[src/design/cplx_pkg.sv]
package cplx_pkg;

  // operation select carried with every request
  typedef enum logic [1:0] {
    // a + b
    OP_ADD  = 2'd0,
    // a - b
    OP_SUB  = 2'd1,
    // a * b
    OP_MUL  = 2'd2,
    // a * conj(b)
    OP_CMUL = 2'd3
  } cplx_op_e;

  // saturation flags returned with each result
  typedef struct packed {
    // real part was clamped
    logic ovf_re;
    // imaginary part was clamped
    logic ovf_im;
  } cplx_status_t;

  // register stages between request accept and response valid
  localparam int PIPE_DEPTH = 2;

endpackage

[src/design/cplx_stream_if.sv]
`timescale 1ns/100ps

// valid/ready stream, one transfer per clock with valid and ready high
interface cplx_stream_if #(
  parameter type payload_t = logic
);

  logic     valid;
  logic     ready;
  payload_t data;

  // producer side
  modport src (
    output valid,
    output data,
    input  ready
  );

  // consumer side
  modport dst (
    input  valid,
    input  data,
    output ready
  );

endinterface

[src/design/cplx_addsub.sv]
`timescale 1ns/100ps

module cplx_addsub #(
  parameter int DATA_W = 16
) (
  input  logic                     clk_i,
  cplx_stream_if.dst               req,
  input  logic                     s1_en_i,
  output logic signed [DATA_W:0]   sum_re_o,
  output logic signed [DATA_W:0]   sum_im_o
);

  import cplx_pkg::*;

  logic signed [DATA_W-1:0] ar;
  logic signed [DATA_W-1:0] ai;
  logic signed [DATA_W-1:0] br;
  logic signed [DATA_W-1:0] bi;
  logic signed [DATA_W:0]   nxt_re;
  logic signed [DATA_W:0]   nxt_im;

  assign ar = req.data.ar;
  assign ai = req.data.ai;
  assign br = req.data.br;
  assign bi = req.data.bi;

  // one guard bit, so the sum is exact
  always_comb begin
    if (req.data.op == OP_SUB) begin
      nxt_re = ar - br;
      nxt_im = ai - bi;
    end else begin
      nxt_re = ar + br;
      nxt_im = ai + bi;
    end
  end

  // clamping to DATA_W happens in stage 2
  always_ff @(posedge clk_i) begin
    if (s1_en_i) begin
      sum_re_o <= nxt_re;
      sum_im_o <= nxt_im;
    end
  end

endmodule

[src/design/cplx_mul.sv]
`timescale 1ns/100ps

module cplx_mul #(
  parameter int DATA_W = 16
) (
  input  logic                       clk_i,
  cplx_stream_if.dst                 req,
  input  logic                       s1_en_i,
  output logic signed [2*DATA_W:0]   prod_re_o,
  output logic signed [2*DATA_W:0]   prod_im_o
);

  import cplx_pkg::*;

  localparam int PROD_W = 2*DATA_W + 1;

  logic signed [DATA_W-1:0]   ar;
  logic signed [DATA_W-1:0]   ai;
  logic signed [DATA_W-1:0]   br;
  logic signed [DATA_W-1:0]   bi;
  logic signed [2*DATA_W-1:0] p_rr;
  logic signed [2*DATA_W-1:0] p_ii;
  logic signed [2*DATA_W-1:0] p_ir;
  logic signed [2*DATA_W-1:0] p_ri;
  logic signed [PROD_W-1:0]   nxt_re;
  logic signed [PROD_W-1:0]   nxt_im;

  assign ar = req.data.ar;
  assign ai = req.data.ai;
  assign br = req.data.br;
  assign bi = req.data.bi;

  // partial products, full precision
  assign p_rr = ar * br;
  assign p_ii = ai * bi;
  assign p_ir = ai * br;
  assign p_ri = ar * bi;

  // conj(b) flips the sign of every bi term
  always_comb begin
    if (req.data.op == OP_CMUL) begin
      nxt_re = p_rr + p_ii;
      nxt_im = p_ir - p_ri;
    end else begin
      nxt_re = p_rr - p_ii;
      nxt_im = p_ir + p_ri;
    end
  end

  always_ff @(posedge clk_i) begin
    if (s1_en_i) begin
      prod_re_o <= nxt_re;
      prod_im_o <= nxt_im;
    end
  end

  // magnitude of a sum of two products is at most 2**(2*DATA_W-1)
  function automatic logic fits_prod(input logic signed [PROD_W-1:0] v);
    return (v[PROD_W-1] == v[PROD_W-2]) || (v[PROD_W-3:0] == '0);
  endfunction

  a_prod_growth: assert property (
    @(posedge clk_i) s1_en_i |-> fits_prod(nxt_re) && fits_prod(nxt_im)
  ) else $error("product sum exceeds expected growth");

endmodule

[src/design/cplx_round_sat.sv]
`timescale 1ns/100ps

module cplx_round_sat #(
  parameter int DATA_W = 16,
  parameter int FRAC_W = 15
) (
  input  logic                       clk_i,
  input  logic                       rst_i,
  input  logic                       s2_en_i,
  input  cplx_pkg::cplx_op_e         s1_op_i,
  input  logic signed [DATA_W:0]     sum_re_i,
  input  logic signed [DATA_W:0]     sum_im_i,
  input  logic signed [2*DATA_W:0]   prod_re_i,
  input  logic signed [2*DATA_W:0]   prod_im_i,
  cplx_stream_if.src                 rsp
);

  import cplx_pkg::*;

  // one extra bit over the product so the rounding add never wraps
  localparam int WIDE_W = 2*DATA_W + 2;
  localparam logic signed [WIDE_W-1:0] HALF = (WIDE_W'(1) << FRAC_W) >> 1;
  localparam logic signed [WIDE_W-1:0] MAX_V = {{(WIDE_W-DATA_W+1){1'b0}}, {(DATA_W-1){1'b1}}};
  localparam logic signed [WIDE_W-1:0] MIN_V = {{(WIDE_W-DATA_W+1){1'b1}}, {(DATA_W-1){1'b0}}};

  logic                     is_mul;
  logic signed [WIDE_W-1:0] wide_re;
  logic signed [WIDE_W-1:0] wide_im;
  logic [DATA_W:0]          sat_re;
  logic [DATA_W:0]          sat_im;

  // result is {flag, value}
  function automatic logic [DATA_W:0] clamp(input logic signed [WIDE_W-1:0] v);
    logic [DATA_W:0] res;
    if (v > MAX_V) begin
      res = {1'b1, MAX_V[DATA_W-1:0]};
    end else if (v < MIN_V) begin
      res = {1'b1, MIN_V[DATA_W-1:0]};
    end else begin
      res = {1'b0, v[DATA_W-1:0]};
    end
    return res;
  endfunction

  assign is_mul = (s1_op_i == OP_MUL) || (s1_op_i == OP_CMUL);

  // round half up, then drop the extra fraction bits
  always_comb begin
    if (is_mul) begin
      wide_re = (prod_re_i + HALF) >>> FRAC_W;
      wide_im = (prod_im_i + HALF) >>> FRAC_W;
    end else begin
      wide_re = sum_re_i;
      wide_im = sum_im_i;
    end
  end

  assign sat_re = clamp(wide_re);
  assign sat_im = clamp(wide_im);

  // response register drives the top outputs directly
  always_ff @(posedge clk_i) begin
    if (rst_i) begin
      rsp.data <= '0;
    end else if (s2_en_i) begin
      rsp.data.re            <= sat_re[DATA_W-1:0];
      rsp.data.im            <= sat_im[DATA_W-1:0];
      rsp.data.status.ovf_re <= sat_re[DATA_W];
      rsp.data.status.ovf_im <= sat_im[DATA_W];
    end
  end

endmodule

[src/design/cplx_pipe_ctrl.sv]
`timescale 1ns/100ps

module cplx_pipe_ctrl (
  input  logic                clk_i,
  input  logic                rst_i,
  input  logic                flush_i,
  cplx_stream_if.dst          req,
  output logic                out_valid_o,
  input  logic                out_ready_i,
  output logic                s1_en_o,
  output logic                s2_en_o,
  output cplx_pkg::cplx_op_e  s1_op_o,
  output logic                busy_o
);

  import cplx_pkg::*;

  logic s1_valid;
  logic s2_valid;
  // stage can take a new item this cycle
  logic s1_adv;
  logic s2_adv;

  assign s2_adv = !s2_valid || out_ready_i;
  assign s1_adv = !s1_valid || s2_adv;

  // no accept while flushing
  assign req.ready = s1_adv && !flush_i;
  assign s1_en_o   = req.valid && req.ready;
  assign s2_en_o   = s1_valid && s2_adv && !flush_i;

  assign out_valid_o = s2_valid;
  assign busy_o      = s1_valid || s2_valid;

  always_ff @(posedge clk_i) begin
    if (rst_i || flush_i) begin
      s1_valid <= 1'b0;
      s2_valid <= 1'b0;
    end else begin
      if (s1_adv) begin
        s1_valid <= s1_en_o;
      end
      if (s2_adv) begin
        s2_valid <= s1_valid;
      end
    end
  end

  // steers the stage-2 path select
  always_ff @(posedge clk_i) begin
    if (s1_en_o) begin
      s1_op_o <= req.data.op;
    end
  end

  // a pending response is held until taken or flushed
  a_out_hold: assert property (
    @(posedge clk_i) disable iff (rst_i)
    out_valid_o && !out_ready_i && !flush_i |=> out_valid_o
  ) else $error("out_valid_o dropped without a transfer");

  // upstream must keep in_valid low while reset is held
  a_no_load_in_reset: assert property (
    @(posedge clk_i) $past(rst_i) && rst_i |-> !s1_en_o && !s2_en_o
  ) else $error("stage load during reset");

endmodule

[src/design/cplx_alu_top.sv]
`timescale 1ns/100ps

module cplx_alu_top #(
  parameter int DATA_W = 16,
  parameter int FRAC_W = 15
) (
  input  logic                     clk_i,
  input  logic                     rst_i,
  input  logic                     flush_i,
  // request side
  input  logic                     in_valid_i,
  input  cplx_pkg::cplx_op_e       in_op_i,
  input  logic signed [DATA_W-1:0] ar_i,
  input  logic signed [DATA_W-1:0] ai_i,
  input  logic signed [DATA_W-1:0] br_i,
  input  logic signed [DATA_W-1:0] bi_i,
  output logic                     in_ready_o,
  // response side
  output logic                     out_valid_o,
  output logic signed [DATA_W-1:0] out_re_o,
  output logic signed [DATA_W-1:0] out_im_o,
  output cplx_pkg::cplx_status_t   out_status_o,
  input  logic                     out_ready_i,
  // items in flight
  output logic                     busy_o
);

  import cplx_pkg::*;

  typedef struct packed {
    cplx_op_e                 op;
    logic signed [DATA_W-1:0] ar;
    logic signed [DATA_W-1:0] ai;
    logic signed [DATA_W-1:0] br;
    logic signed [DATA_W-1:0] bi;
  } cplx_req_t;

  typedef struct packed {
    logic signed [DATA_W-1:0] re;
    logic signed [DATA_W-1:0] im;
    cplx_status_t             status;
  } cplx_rsp_t;

  logic                     s1_en;
  logic                     s2_en;
  cplx_op_e                 s1_op;
  logic signed [DATA_W:0]   sum_re;
  logic signed [DATA_W:0]   sum_im;
  logic signed [2*DATA_W:0] prod_re;
  logic signed [2*DATA_W:0] prod_im;

  cplx_stream_if #(.payload_t(cplx_req_t)) req_if ();
  cplx_stream_if #(.payload_t(cplx_rsp_t)) rsp_if ();

  assign req_if.valid = in_valid_i;
  assign req_if.data  = cplx_req_t'{op: in_op_i, ar: ar_i, ai: ai_i, br: br_i, bi: bi_i};
  assign in_ready_o   = req_if.ready;

  assign rsp_if.ready = out_ready_i;
  assign out_valid_o  = rsp_if.valid;
  assign out_re_o     = rsp_if.data.re;
  assign out_im_o     = rsp_if.data.im;
  assign out_status_o = rsp_if.data.status;

  cplx_pipe_ctrl u_ctrl (
    .clk_i       (clk_i),
    .rst_i       (rst_i),
    .flush_i     (flush_i),
    .req         (req_if),
    .out_valid_o (rsp_if.valid),
    .out_ready_i (rsp_if.ready),
    .s1_en_o     (s1_en),
    .s2_en_o     (s2_en),
    .s1_op_o     (s1_op),
    .busy_o      (busy_o)
  );

  cplx_addsub #(.DATA_W(DATA_W)) u_addsub (
    .clk_i    (clk_i),
    .req      (req_if),
    .s1_en_i  (s1_en),
    .sum_re_o (sum_re),
    .sum_im_o (sum_im)
  );

  cplx_mul #(.DATA_W(DATA_W)) u_mul (
    .clk_i     (clk_i),
    .req       (req_if),
    .s1_en_i   (s1_en),
    .prod_re_o (prod_re),
    .prod_im_o (prod_im)
  );

  cplx_round_sat #(
    .DATA_W (DATA_W),
    .FRAC_W (FRAC_W)
  ) u_round_sat (
    .clk_i     (clk_i),
    .rst_i     (rst_i),
    .s2_en_i   (s2_en),
    .s1_op_i   (s1_op),
    .sum_re_i  (sum_re),
    .sum_im_i  (sum_im),
    .prod_re_i (prod_re),
    .prod_im_i (prod_im),
    .rsp       (rsp_if)
  );

endmodule

[config.mk]
export PLATFORM = sky130hd
export DESIGN_NAME = cplx_alu_top
export DESIGN_NICKNAME = d
export VERILOG_FILES = /design/src/design/cplx_pkg.sv /design/src/design/cplx_stream_if.sv /design/src/design/cplx_addsub.sv /design/src/design/cplx_mul.sv /design/src/design/cplx_round_sat.sv /design/src/design/cplx_pipe_ctrl.sv /design/src/design/cplx_alu_top.sv
export SDC_FILE = /design/constraint.sdc
export NUM_CORES = 2
export LEC_CHECK = 0
export BUFFER_PORTS_ARGS = -buffer_cell sky130_fd_sc_hd__buf_4
export CAP_MARGIN = 10
export CORE_MARGIN = 10
export CORE_UTILIZATION = 49
export DETAILED_ROUTE_END_ITERATION = 7
export GPL_TIMING_DRIVEN = 0
export SETUP_SLACK_MARGIN = 0.4
export SLEW_MARGIN = 20
export SYNTH_ARGS = -nofsm -noshare
export SYNTH_HDL_FRONTEND = slang
export SYNTH_SLANG_ARGS = --single-unit
export TNS_END_PERCENT = 10
[constraint.sdc]
create_clock -name clk_i -period 13.65 [get_ports clk_i]
set_input_delay 1.365 -clock clk_i [delete_from_list [all_inputs] [get_ports clk_i]]
set_output_delay 1.365 -clock clk_i [all_outputs]
set_load 0.05 [all_outputs]
==> reports/qor_table.md <==
| Step | Metric | Value |
| --- | --- | --- |
| synth | Proportion of synthesized chip area in sequential cells | 5.798% |
| clocking | Clock latency on the worst-skew pair | 350 ps |
| critical path | Endpoint required time on the critical path | 13740 ps |
| finish | Share of final-layout standard cells stronger than drive strength 1 | 3.352% |
| clocking | CTS Sinks | 109 |
| clocking | Buffer cell driving the clock tree root | clkbuf_16 |
| synth | Syn Nets | 7268 |
| critical path | Critical path fanouts, max | 10 |
| die | Initial Utilization | 49.37% |
| run | Total of max-cap violations | 0 |
| placed design | DP Worst Slack | 1179 ps |
| drt | DR DRC count | 0 |
| die | Die boundary width | 340.2 um |
| synth | Top cells by area, synth | fa_1 (42%), ha_1 (11%), inv_1 (9.0%) |
| placed design | Port Buf Inserts | 81 |
| timing | Final number of max-transition violations | 0 |
| run status | Result of the run | complete, no violations |
| grt | First-pass GRT wire length | 277.7 mm |
| timing | Min cycle time layout | 12400 ps |
| drt | Count of TritonRoute iterations in the first routing pass | 5 |
| clocking | H-tree Lvls | 3 |
| timing | Number of hold violations in the final report | 0 |
| timing | Final setup violation count | 0 |
| synth | Syn Area/Cell | 8.790 um2 |
| critical path | Kind of critical path | in2reg |
| synth | Fraction of synthesized cell area taken by the top area cell type | 41.84% |
| synth | Cell Area, Synth | 0.05023 mm2 |
| drt | DR vias | 40390 |
| grt | Number of antenna violations at the first check in global routing | 33 |
| synth | Cell count after synthesis | 5715 |
| clocking | Number of buffers inserted by hold repair at cts | 0 |
| critical path | Maximum single-stage delay on the critical path | 960 ps |
| placed design | Standard cell area after detailed placement | 0.05274 mm2 |
| critical path | Critical path data arrival time | 12490 ps |
| die | Total core area | 0.1017 mm2 |
| synth | Unique cell type count in the Yosys netlist | 95 |
| critical path | Buffers plus inverters on the worst setup path | 7 |
| drt | Final wirelength | 188.4 mm |
| hold path | Worst hold-check path type | reg2reg |
| synth | Async set-or-reset flop fraction in the synthesized netlist | 0% |
| synth | Number of synthesized register bits | 109 |
| clocking | Clk pin slew, worst setup/hold paths | 70 ps |
| drt | Antenna-violating nets left | 0 |
| timing | Final cycle utilization of the critical path | 90.84% |
| die | Overall die height | 340.2 um |
| die | Total Die Area | 0.1157 mm2 |
| die | Number of standard-cell rows in the floorplan | 117 |
| finish | Cell area after layout | 0.05304 mm2 |
| clocking | Post-CTS sizing | 0 |
| grt | Number of global-route vias before repair | 41070 |
| timing | Measured slew at the worst slew-check pin | 1287 ps |
| finish | Most common cell after layout, fill and taps aside | inv_1 |
| placed design | Final HPWL from detailed placement | 164.1 mm |
| placed design | Weighted congestion at the end of routability-driven global placement | 1.029 |
| timing | Fin worst setup slack | 1250 ps |
| die | Number of placed I/O pins | 108 |
| timing | RSZ-0062 raised after global routing | no |
| clocking | CTS tree | done |
| critical path | Cell seen most often among critical-path stages | fa_1 |
| clocking | Number of clock buffers inserted by TritonCTS | 9 |
| grt | Largest net degree at the start of global routing | 50 |
| timing | Highest Clock Rate | 80.65 MHz |
| timing | Worst Skew | 5.983 ps |
| timing | Slew headroom | 14.19% |
| critical path | Slowest cell on the critical path | clkbuf_1 |
| synth | Number of enable flip-flop cells after synthesis | 73 |
| critical path | Delay-heaviest family, CP | adder cells |
| grt | Global-route congestion overflow total | 0 |
| finish | Commonest cells after routing, fill and taps aside | inv_1 (1208), fa_1 (1050), nand2_1 (655) |
| critical path | Crit path capture type | flop |
| drt | Vias per inst | 5.612 |
| synth | Post-synth top area cell | fa_1 |
| finish | Number of nets in the finished design | 7366 |
| finish | Synth-to-Final Area Change | 5.594% |
| clocking | Max Buffers Root-to-Sink | 2 |
| grt | Total Routing Usage GR | 32.70% |
| synth | Most used DFF post-synth | edfxtp_1 |
| synth | Warning count from the yosys run | 0 |
| critical path | Startpoint type of the worst setup path | primary input |
| drt | Wirelength per Cell | 26.18 um |
| timing | Total negative slack | 0 ps |
| drt | Initial drt markers | 3799 |
| clocking | Post-CTS Repair Setup Buffers | 0 |
layout make-up:
class	count	area, um2
timing repair buffer	87	691.9
sequential	109	2913
inverter	1208	4534
tap	1368	1712
clock buffer	10	229.0
fill	9833	48700
antenna	10	25.02
clock inverter	6	38.79
multi-input combinational	4130	41860
buffer	268	1040
logic make-up (layout without fill, tap and decap cells):
logic type | after synthesis | after routing | synth area share (%)
AOI/OAI and AO/OA | 648 | 648 | 8.454
other | 0 | 10 | 0
DFF | 109 | 109 | 5.798
xor gates and xnor gates | 297 | 297 | 5.233
adders and majority gates | 1482 | 1482 | 52.60
buffers and inverters | 1476 | 1579 | 11.06
and+or+nand+nor | 1692 | 1692 | 16.62
muxes | 11 | 11 | 0.2267
Yosys cell counts, types with 6 or more instances:
cell type / count
edfxtp_1: 73
nor2_1: 230
a21oi_1: 209
o21a_1: 28
nand4_1: 24
or4_1: 8
a31o_2: 9
nand3b_1: 6
nor4_1: 9
a41oi_1: 6
nand2_1: 655
and2_1: 456
buf_1: 8
a21boi_0: 7
xnor2_1: 205
inv_1: 1208
o31ai_1: 29
or2_2: 14
clkbuf_1: 252
o311ai_0: 7
nand2b_1: 62
nor3b_1: 8
o211ai_1: 19
o21bai_1: 21
a211oi_1: 14
ha_1: 432
xor2_1: 90
or3_1: 15
a211o_1: 6
dfxtp_1: 36
and3_1: 26
and4_1: 8
fa_1: 1050
o21ai_0: 115
nand3_1: 52
a31oi_1: 20
a21o_1: 76
mux2i_1: 8
nor2b_1: 22
nor3_1: 72
o31a_1: 9
flip-flops by register name, indices dropped and copies added (netlist names):
signal                cells
u_round_sat.rsp.data     34
u_mul.prod_im_o          19
u_mul.prod_re_o          19
u_addsub.sum_im_o        17
u_addsub.sum_re_o        17
u_ctrl.out_valid_o        1
u_ctrl.s1_op_o            1
u_ctrl.s1_valid           1
routing by layer:
| metal | wire length (um) | GRT usage [%] | vias to the layer above |
|---|---|---|---|
| li1 | - | - | 17720 |
| met1 | 76590 | 44.19 | 20470 |
| met2 | 80490 | 49.10 | 1829 |
| met3 | 20090 | 8.026 | 353 |
| met4 | 11090 | 15.42 | 18 |
| met5 | 124 | 0 | - |
worst paths after layout:
kind                            slack (ps)                       end  depth (start not counted)                     start
worst min-delay path                   460  u_round_sat.rsp.data[13]                          2  u_round_sat.rsp.data[13]
worst min register to register         460  u_round_sat.rsp.data[13]                          2  u_round_sat.rsp.data[13]
worst max-delay path                  1250       u_mul.prod_re_o[32]                         34                   bi_i[3]
worst max register to register       10570   u_round_sat.rsp.data[8]                         11       u_mul.prod_im_o[14]
per-stage QoR:
step | hold slack (ps) | utilization [%] | instances
after floorplan | 504.3 | - | 5715
after global placement | 442.2 | 51.65 | 7164
after detailed placement | 450.5 | 51.84 | 7170
after CTS | 458.3 | 52.10 | 7186
after global routing | 490.9 | 52.12 | 7188
final | 458.1 | 52.14 | 7196
worst reg2reg max path, stage by stage (launching register included):
cell	delay, ps
edfxtp_1	400
ha_1	240
and2_1	190
nand2_1	160
nor2_1	90
nand3_1	100
xor2_1	260
a21oi_1	130
o31ai_1	670
nand2_1	390
a21oi_1	260
nor3_1	70
Power is left out: the tool's default activity adds up to more than one toggle a clock period on the data nets, which glitch-free logic cannot reach.
